`src/rtl/fe_pkg.sv`:
```
`default_nettype none

package fe_pkg;

    // instruction and pc width
    typedef logic [31:0] word_t;

    // j-type opcode, target in the low 26 bits
    localparam logic [5:0] OP_JUMP = 6'b000010;

    // fetch to decode, one word with the pc that addressed it
    typedef struct packed {
        word_t pc;
        word_t instr;
        logic  valid;
    } fetch_rec_t;

    // decode back to fetch
    typedef struct packed {
        logic  taken;
        word_t target;                   // already a memory index
    } redirect_t;

    // registered decode output
    typedef struct packed {
        word_t       pc;
        word_t       instr;
        logic [5:0]  opcode;             // instr[31:26]
        logic [4:0]  rs;                 // instr[25:21]
        logic [4:0]  rt;                 // instr[20:16]
        logic [4:0]  rd;                 // instr[15:11]
        logic [15:0] imm;                // instr[15:0]
        logic        is_jump;
    } decoded_t;

endpackage : fe_pkg

`default_nettype wire

```
`src/rtl/decode_stage.sv`:
```
`timescale 1ns/10ps
`default_nettype none

module decode_stage
    import fe_pkg::*;
#(
    parameter int MAX_INSTR = 64
) (
    input  wire logic       i_clk,
    input  wire logic       i_rst,
    input  wire logic       i_stall,
    input  wire fetch_rec_t i_fetch,
    output redirect_t       o_redirect,
    output decoded_t        o_rec,
    output logic            o_valid
);

    localparam int ADDR_W = $clog2(MAX_INSTR);

    logic [5:0] opcode;
    logic       is_jump;
    decoded_t   dec;
    decoded_t   rec_q;
    logic       valid_q;

    assign opcode  = i_fetch.instr[31:26];
    assign is_jump = (opcode == OP_JUMP);

    // field split, same layout for every format
    always_comb begin
        dec.pc      = i_fetch.pc;
        dec.instr   = i_fetch.instr;
        dec.opcode  = opcode;
        dec.rs      = i_fetch.instr[25:21];
        dec.rt      = i_fetch.instr[20:16];
        dec.rd      = i_fetch.instr[15:11];
        dec.imm     = i_fetch.instr[15:0];
        dec.is_jump = is_jump;
    end

    // jump feedback, combinational from the fetch record
    always_comb begin
        o_redirect.taken  = i_fetch.valid && is_jump;
        // keep only the index bits of the 26-bit target field
        o_redirect.target = word_t'(i_fetch.instr[ADDR_W-1:0]);
    end

    // output register, valid pulses once per accepted instruction
    always_ff @(posedge i_clk) begin
        if (i_rst) begin
            valid_q <= 1'b0;
        end else if (i_stall) begin
            valid_q <= 1'b0;             // record held, no new pulse
        end else begin
            valid_q <= i_fetch.valid;
            if (i_fetch.valid) begin
                rec_q <= dec;
            end
        end
    end

    assign o_rec   = rec_q;
    assign o_valid = valid_q;

endmodule : decode_stage

`default_nettype wire

```
`src/rtl/fetch_decode_top.sv`:
```
`timescale 1ns/10ps
`default_nettype none

module fetch_decode_top
    import fe_pkg::*;
#(
    parameter int MAX_INSTR = 64         // must be a power of two
) (
    input  wire logic                         i_clk,
    input  wire logic                         i_rst,
    input  wire logic                         i_stall,
    input  wire logic                         i_load_en,
    input  wire logic [$clog2(MAX_INSTR)-1:0] i_load_addr,
    input  wire word_t                        i_load_data,
    output decoded_t                          o_rec,
    output logic                              o_valid
);

    fetch_rec_t fetch_rec;               // fetch -> decode
    redirect_t  redirect;                // decode -> fetch, jump target

    fetch_stage #(
        .MAX_INSTR (MAX_INSTR)
    ) u_fetch_stage (
        .i_clk       (i_clk),
        .i_rst       (i_rst),
        .i_stall     (i_stall),
        .i_load_en   (i_load_en),
        .i_load_addr (i_load_addr),
        .i_load_data (i_load_data),
        .i_redirect  (redirect),
        .o_fetch     (fetch_rec)
    );

    decode_stage #(
        .MAX_INSTR (MAX_INSTR)
    ) u_decode_stage (
        .i_clk      (i_clk),
        .i_rst      (i_rst),
        .i_stall    (i_stall),
        .i_fetch    (fetch_rec),
        .o_redirect (redirect),
        .o_rec      (o_rec),
        .o_valid    (o_valid)
    );

endmodule : fetch_decode_top

`default_nettype wire

```
`src/rtl/fetch_stage.sv`:
```
`timescale 1ns/10ps
`default_nettype none

module fetch_stage
    import fe_pkg::*;
#(
    parameter int MAX_INSTR = 64
) (
    input  wire logic                         i_clk,
    input  wire logic                         i_rst,
    input  wire logic                         i_stall,
    input  wire logic                         i_load_en,
    input  wire logic [$clog2(MAX_INSTR)-1:0] i_load_addr,
    input  wire word_t                        i_load_data,
    input  wire redirect_t                    i_redirect,
    output fetch_rec_t                        o_fetch
);

    localparam int ADDR_W = $clog2(MAX_INSTR);

    word_t      pc;
    word_t      pc_next;
    word_t      pc_rd;                   // pc of the word in the read register
    logic       rd_valid;                // read register holds a live word
    logic       run;
    word_t      rdata;
    fetch_rec_t fetch_q;

    assign run = !i_stall && !i_load_en;

    // next pc: jump, increment, or wrap
    always_comb begin
        if (i_redirect.taken) begin
            pc_next = i_redirect.target;
        end else if (pc < word_t'(MAX_INSTR - 1)) begin
            pc_next = pc + word_t'(1);
        end else begin
            pc_next = '0;
        end
    end

    instr_mem #(
        .MAX_INSTR (MAX_INSTR)
    ) u_instr_mem (
        .i_clk   (i_clk),
        .i_we    (i_load_en),
        .i_waddr (i_load_addr),
        .i_wdata (i_load_data),
        .i_re    (run),
        .i_raddr (pc[ADDR_W-1:0]),
        .o_rdata (rdata)
    );

    // pipeline is pc -> read register -> fetch record.
    // when decode sees a jump, the read register holds the delay slot and the
    // word read at the same edge is the one after it, so that one is squashed
    always_ff @(posedge i_clk) begin
        if (i_rst || i_load_en) begin
            pc            <= '0;         // restart at word 0 after a load
            rd_valid      <= 1'b0;
            fetch_q.valid <= 1'b0;
        end else if (!i_stall) begin
            pc            <= pc_next;
            pc_rd         <= pc;
            rd_valid      <= !i_redirect.taken; // drop the word past the slot
            fetch_q.valid <= rd_valid;
            fetch_q.pc    <= pc_rd;
            fetch_q.instr <= rdata;
        end
    end

    assign o_fetch = fetch_q;

endmodule : fetch_stage

`default_nettype wire

```
`src/rtl/instr_mem.sv`:
```
`timescale 1ns/10ps
`default_nettype none

module instr_mem
    import fe_pkg::*;
#(
    parameter int MAX_INSTR = 64         // word count, power of two
) (
    input  wire logic                         i_clk,
    input  wire logic                         i_we,
    input  wire logic [$clog2(MAX_INSTR)-1:0] i_waddr,
    input  wire word_t                        i_wdata,
    input  wire logic                         i_re,
    input  wire logic [$clog2(MAX_INSTR)-1:0] i_raddr,
    output word_t                             o_rdata
);

    word_t mem [MAX_INSTR];              // no reset on contents
    word_t rdata_q;

    // write port, driven by the loader
    always_ff @(posedge i_clk) begin
        if (i_we) begin
            mem[i_waddr] <= i_wdata;
        end
    end

    // registered read, held while i_re is low
    always_ff @(posedge i_clk) begin
        if (i_re) begin
            rdata_q <= mem[i_raddr];
        end
    end

    // fetch drops i_re while loading, so a read never meets a write

    assign o_rdata = rdata_q;

endmodule : instr_mem

`default_nettype wire

```
`config.mk`:
```
export PLATFORM = sky130hd
export DESIGN_NAME = fetch_decode_top
export DESIGN_NICKNAME = d
export VERILOG_FILES = /design/src/rtl/fe_pkg.sv /design/src/rtl/decode_stage.sv /design/src/rtl/fetch_decode_top.sv /design/src/rtl/fetch_stage.sv /design/src/rtl/instr_mem.sv
export SDC_FILE = /design/constraint.sdc
export NUM_CORES = 2
export LEC_CHECK = 0
export BUFFER_PORTS_ARGS = -buffer_cell sky130_fd_sc_hd__buf_2
export CORE_ASPECT_RATIO = 1.1
export CORE_MARGIN = 3
export CORE_UTILIZATION = 50
export DETAILED_ROUTE_END_ITERATION = 6
export PLACE_DENSITY = 0.68
export SKIP_CTS_REPAIR_TIMING = 1
export SYNTH_ARGS = -nofsm -noshare
export SYNTH_HDL_FRONTEND = slang
export SYNTH_HIERARCHICAL = 1
export SYNTH_SLANG_ARGS = --single-unit
```
`constraint.sdc`:
```
create_clock -name i_clk -period 6.2 [get_ports i_clk]
set_input_delay 1.24 -clock i_clk [delete_from_list [all_inputs] [get_ports i_clk]]
set_output_delay 1.24 -clock i_clk [all_outputs]
set_load 0.005 [all_outputs]
```
# ---- Word level (Yosys, flattened, before mapping)
# Memory sizes are Yosys's and may differ from the RTL's. A register that Yosys moved wholly into a read port is not among the register bits.
# Index checks and enable logic that the tools add are counted.
dict set report classes {
  magnitude_cmp 1
  mux 4
  bitwise_logic 3
  addsub 1
  n_eq_ne 1
  reduce_logical 9
}
# op n
set ops {}
lappend ops {{$mux W32} 2}
lappend ops {{$add A32 B1 Y32 const B} 1}
lappend ops {{$lt A32 B6 Y1 const B} 1}
lappend ops {{$eq A6 B2 Y1 const B} 1}
lappend ops {{$logic_not A1 Y1} 3}
lappend ops {{$not A1 Y1} 3}
lappend ops {{$reduce_and A3 Y1} 1}
lappend ops {{$logic_and A1 B1 Y1} 2}
lappend ops {{$mux W1} 2}
lappend ops {{$reduce_and A2 Y1} 1}
lappend ops {{$reduce_or A2 Y1} 1}
lappend ops {{$logic_or A1 B1 Y1} 1}
dict set report word_totals {
  memories 1
  input_bits 42
  ramBits 2048
  ff_bits 233
}
# name depth width rd rd_ports_with_merged_regs write_ports line_no
set mem_list {}
lappend mem_list {u_fetch_stage.u_instr_mem.mem 64 32 1 1 1 instr_mem.sv:18} ;# word_t mem [MAX_INSTR];

# ---- Depth between registers and ports, before layout
dict set report logic_depth {
  ltp_word 3
  depth_mapped 10
}

# ---- Modules after synthesis
# Netlist, hierarchy kept.
# module cells_each area_each_um2 instances
set modules_own_cells {}
lappend modules_own_cells {instr_mem 3324 78835.6 1}
lappend modules_own_cells {fetch_stage 260 4322.9 1}
lappend modules_own_cells {decode_stage 141 2538.7 1}

# ---- Worst setup path before layout
# No wires, ideal clock.
dict set report synth_path {
  path_kind {input -> register}
  start {in i_stall}
  end {reg u_decode_stage.rec_q (netlist bit u_decode_stage/o_rec[0]) (enable)}
  arrival_ns 6.014
  required_time_ns 5.617
  setup_ns 0.583
  setup_slack_ns -0.397
  path_stages 1
  cell_sequence {nor3b_1}
}
dict set report synth_between {
  elab_chain_cells 2
}
# item line_no
set synth_rtl {}
lappend synth_rtl {{from (decl)} fetch_decode_top.sv:11} ;# input wire logic i_stall,
lappend synth_rtl {{$not A1 Y1 (no line)} n/a}
lappend synth_rtl {{$reduce_and A3 Y1 (no line)} n/a}
lappend synth_rtl {{to (signal assigned)} decode_stage.sv:57} ;# rec_q <= dec;
lappend synth_rtl {{to (decl)} decode_stage.sv:23} ;# decoded_t rec_q;
# No other way between the ends.
# A chain may end at the register's enable or synchronous reset.

==> results.json <==
{
  "slew_viol_final": 0,
  "clk_pin_slew_ps": 60,
  "ys_warn_count": 6,
  "cts-buffers-inserted": 210,
  "synth_top_area_share": 0.785,
  "timing.final.crit_share": 0.604,
  "cp.arrival_ps": 4300,
  "path_cells": "buf_12 > mux4_2 > mux4_2 > o22ai_1 > nor2_1",
  "synth_area_leaders": "edfxtp_1, mux4_2, mux2i_1",
  "via_per_inst": 6.28,
  "leakagePower_nw": 29.0,
  "worst_pin_slew_ps": 1340,
  "drc": 0,
  "fin_area_um2": 96000,
  "nFillCells": 12000,
  "synth_top_area_cell": "edfxtp_1",
  "drive_gt1_frac": 0.285,
  "synth_cell_types": 53,
  "ir_drop_mv": 0.299,
  "seqCellArea_um2": 68000,
  "hold_class": "reg2reg",
  "grtUsageMet1": 0.326,
  "grt_use_met2": 0.380,
  "clk_latency_ps": 850,
  "relSlewSlack": 0.108,
  "syn2layout_area_growth_pct": 12.0,
  "die_w_um": 401,
  "setup_viol": 0,
  "grt_pass1_vias": 39600,
  "timing.fmax_mhz": 267,
  "multi_input_area_um2": 16800,
  "fp.dieH_um": 440,
  "fin_crit_ps": 3740,
  "powerDensity_nw_per_um2": 319,
  "antenna_found_initial": 21,
  "grt_pass1_wl_um": 294000,
  "avgSynthCellArea_um2": 23.0,
  "core_um2": 169000,
  "start_util": 0.506,
  "antenna_left": 0,
  "drv_cap": 0,
  "cts_tree": "done",
  "met3_usage": 0.0452,
  "finClkSkew_ps": 34.5,
  "grt_setup_unrepaired": "false",
  "synth_seq_cells": 2276,
  "cp-end-kind": "register",
  "crit_required_ps": 6760,
  "final_nets": 4003,
  "finalHoldViolCount": 0,
  "ys_seq_area_frac": 0.793,
  "cts-root-buf": "clkbuf_16",
  "syn_inst": 3725,
  "routabilityCongestion": 0.827,
  "cp_max_fo": 82,
  "cp_slowest_cell": "dfxtp_4",
  "grt_overflow": 0,
  "layout_commonest_cell": "edfxtp_1",
  "start_kind": "register",
  "drtIter0Drc": 5322,
  "dieArea_um2": 176000,
  "crit_top_cell": "mux4_2",
  "grt_max_degree": 101,
  "cpPeakStageDelay_ps": 720,
  "ctsLongestPathBuffers": 3,
  "outcome": "complete, no violations",
  "rows": 158,
  "io_pins": 145,
  "placed_area_um2": 89400,
  "syn_area_um2": 85700,
  "dp_hpwl_um": 116000,
  "synth-edff-count": 2241,
  "h-tree-depth": 4,
  "dominantRegCellSynth": "edfxtp_1",
  "fin_tns_setup_ps": 0,
  "vias": 40000,
  "clock_sinks": 2276,
  "top_usage_layer": "met2",
  "final_cell_mix": "edfxtp_1, mux4_2, clkbuf_16",
  "wl_per_cell_um": 32.2,
  "synthArstFlopShare": 0,
  "portBuffers": 144,
  "drt-pass1-iter-count": 5,
  "grt_use_total": 0.235,
  "crit_type": "reg2reg",
  "wl_um": 205000
}
-- critical path: cells and delay by family (launching register included) --
kind	cells	cell delay (ps)
AOI/OAI and AO/OA	1	660
buffers and inverters	1	460
DFF	1	720
muxes	2	1200
and+or+nand+nor	1	100
-- logic make-up after synthesis --
logic type               synth area share
flip-flops                          0.793
multiplexers                        0.154
AND/OR/NAND/NOR                    0.0160
buffers and inverters              0.0171
AO/OA/AOI/OAI                      0.0192
adder cells (fa/ha/maj)          0.000146
other                           0.0000438
-- state kept, by name (all words and copies together) (netlist names) --
register and flops:
u_decode_stage/o_rec 65, u_decode_stage/o_valid 1, u_fetch_stage/u_instr_mem/mem 2048, u_fetch_stage/rd_valid 1, u_fetch_stage/pc_rd 32, u_fetch_stage/pc 32
u_fetch_stage/u_instr_mem/o_rdata 32, u_fetch_stage/o_fetch 65
-- per-stage QoR --
step	instances	util	setup WS (ps)	total power, mW	hold slack (ps)
after floorplan	3750	-	1460	17.9	400
after global routing	6370	0.567	2370	31.5	418
after CTS	6369	0.567	2520	30.8	412
final	6374	0.567	2460	30.6	417
after detailed placement	5988	0.528	1930	18.5	405
after global placement	5988	0.528	1960	18.4	400
-- cells in the mapped netlist (all sizes together), types with 2 or more instances --
library cell / number
o21ai: 3
nand2: 30
and2: 5
dfxtp: 35
nor3b: 2
a21oi: 69
or2: 4
buf: 183
or3: 3
a22oi: 37
nand3: 10
mux2i: 94
nor2b: 17
and4: 2
nor4: 6
clkbuf: 81
a41o: 4
or3b: 5
nand2b: 8
nor2: 171
mux4: 544
nand3b: 5
nand4: 3
a31oi: 3
o32ai: 4
nor3: 11
o22ai: 85
o311a: 3
a311oi: 8
o221ai: 27
and3: 10
edfxtp: 2241
-- report_power, final --
part	internal [mW]	switching (mW)
Combinational	0.369	0.690
Sequential	17.0	0.0458
Clock	7.01	5.45
-- layer usage --
layer | routed length, um | share of wire
met4 | 7060 | 0.034
met3 | 18400 | 0.090
met1 | 79100 | 0.38
met5 | 47 | 0.00023
met2 | 101000 | 0.49
-- layout make-up --
cell class,instances,share of cell area
clock buffer,271,0.0582
sequential,2276,0.708
multi-input combinational,1209,0.175
inverter,1,0.0000391
timing repair buffer,262,0.0181
clock inverter,110,0.0107
tap,2240,0.0292
antenna,5,0.000130
-- final timing paths --
path         slack, ps                         startpoint                                             end  cells past startpoint
min reg2reg        420  u_fetch_stage/pc_rd[29]$_DFFE_PP_             u_fetch_stage/o_fetch[62]$_DFFE_PP_                      0
max reg2reg       2460   u_fetch_stage/pc[0]$_SDFFE_PP0N_  u_fetch_stage/u_instr_mem/o_rdata[9]$_DFFE_PP_                      5
max               2460   u_fetch_stage/pc[0]$_SDFFE_PP0N_  u_fetch_stage/u_instr_mem/o_rdata[9]$_DFFE_PP_                      5
min                420  u_fetch_stage/pc_rd[29]$_DFFE_PP_             u_fetch_stage/o_fetch[62]$_DFFE_PP_                      0
Power figures use the tool's default switching activity.
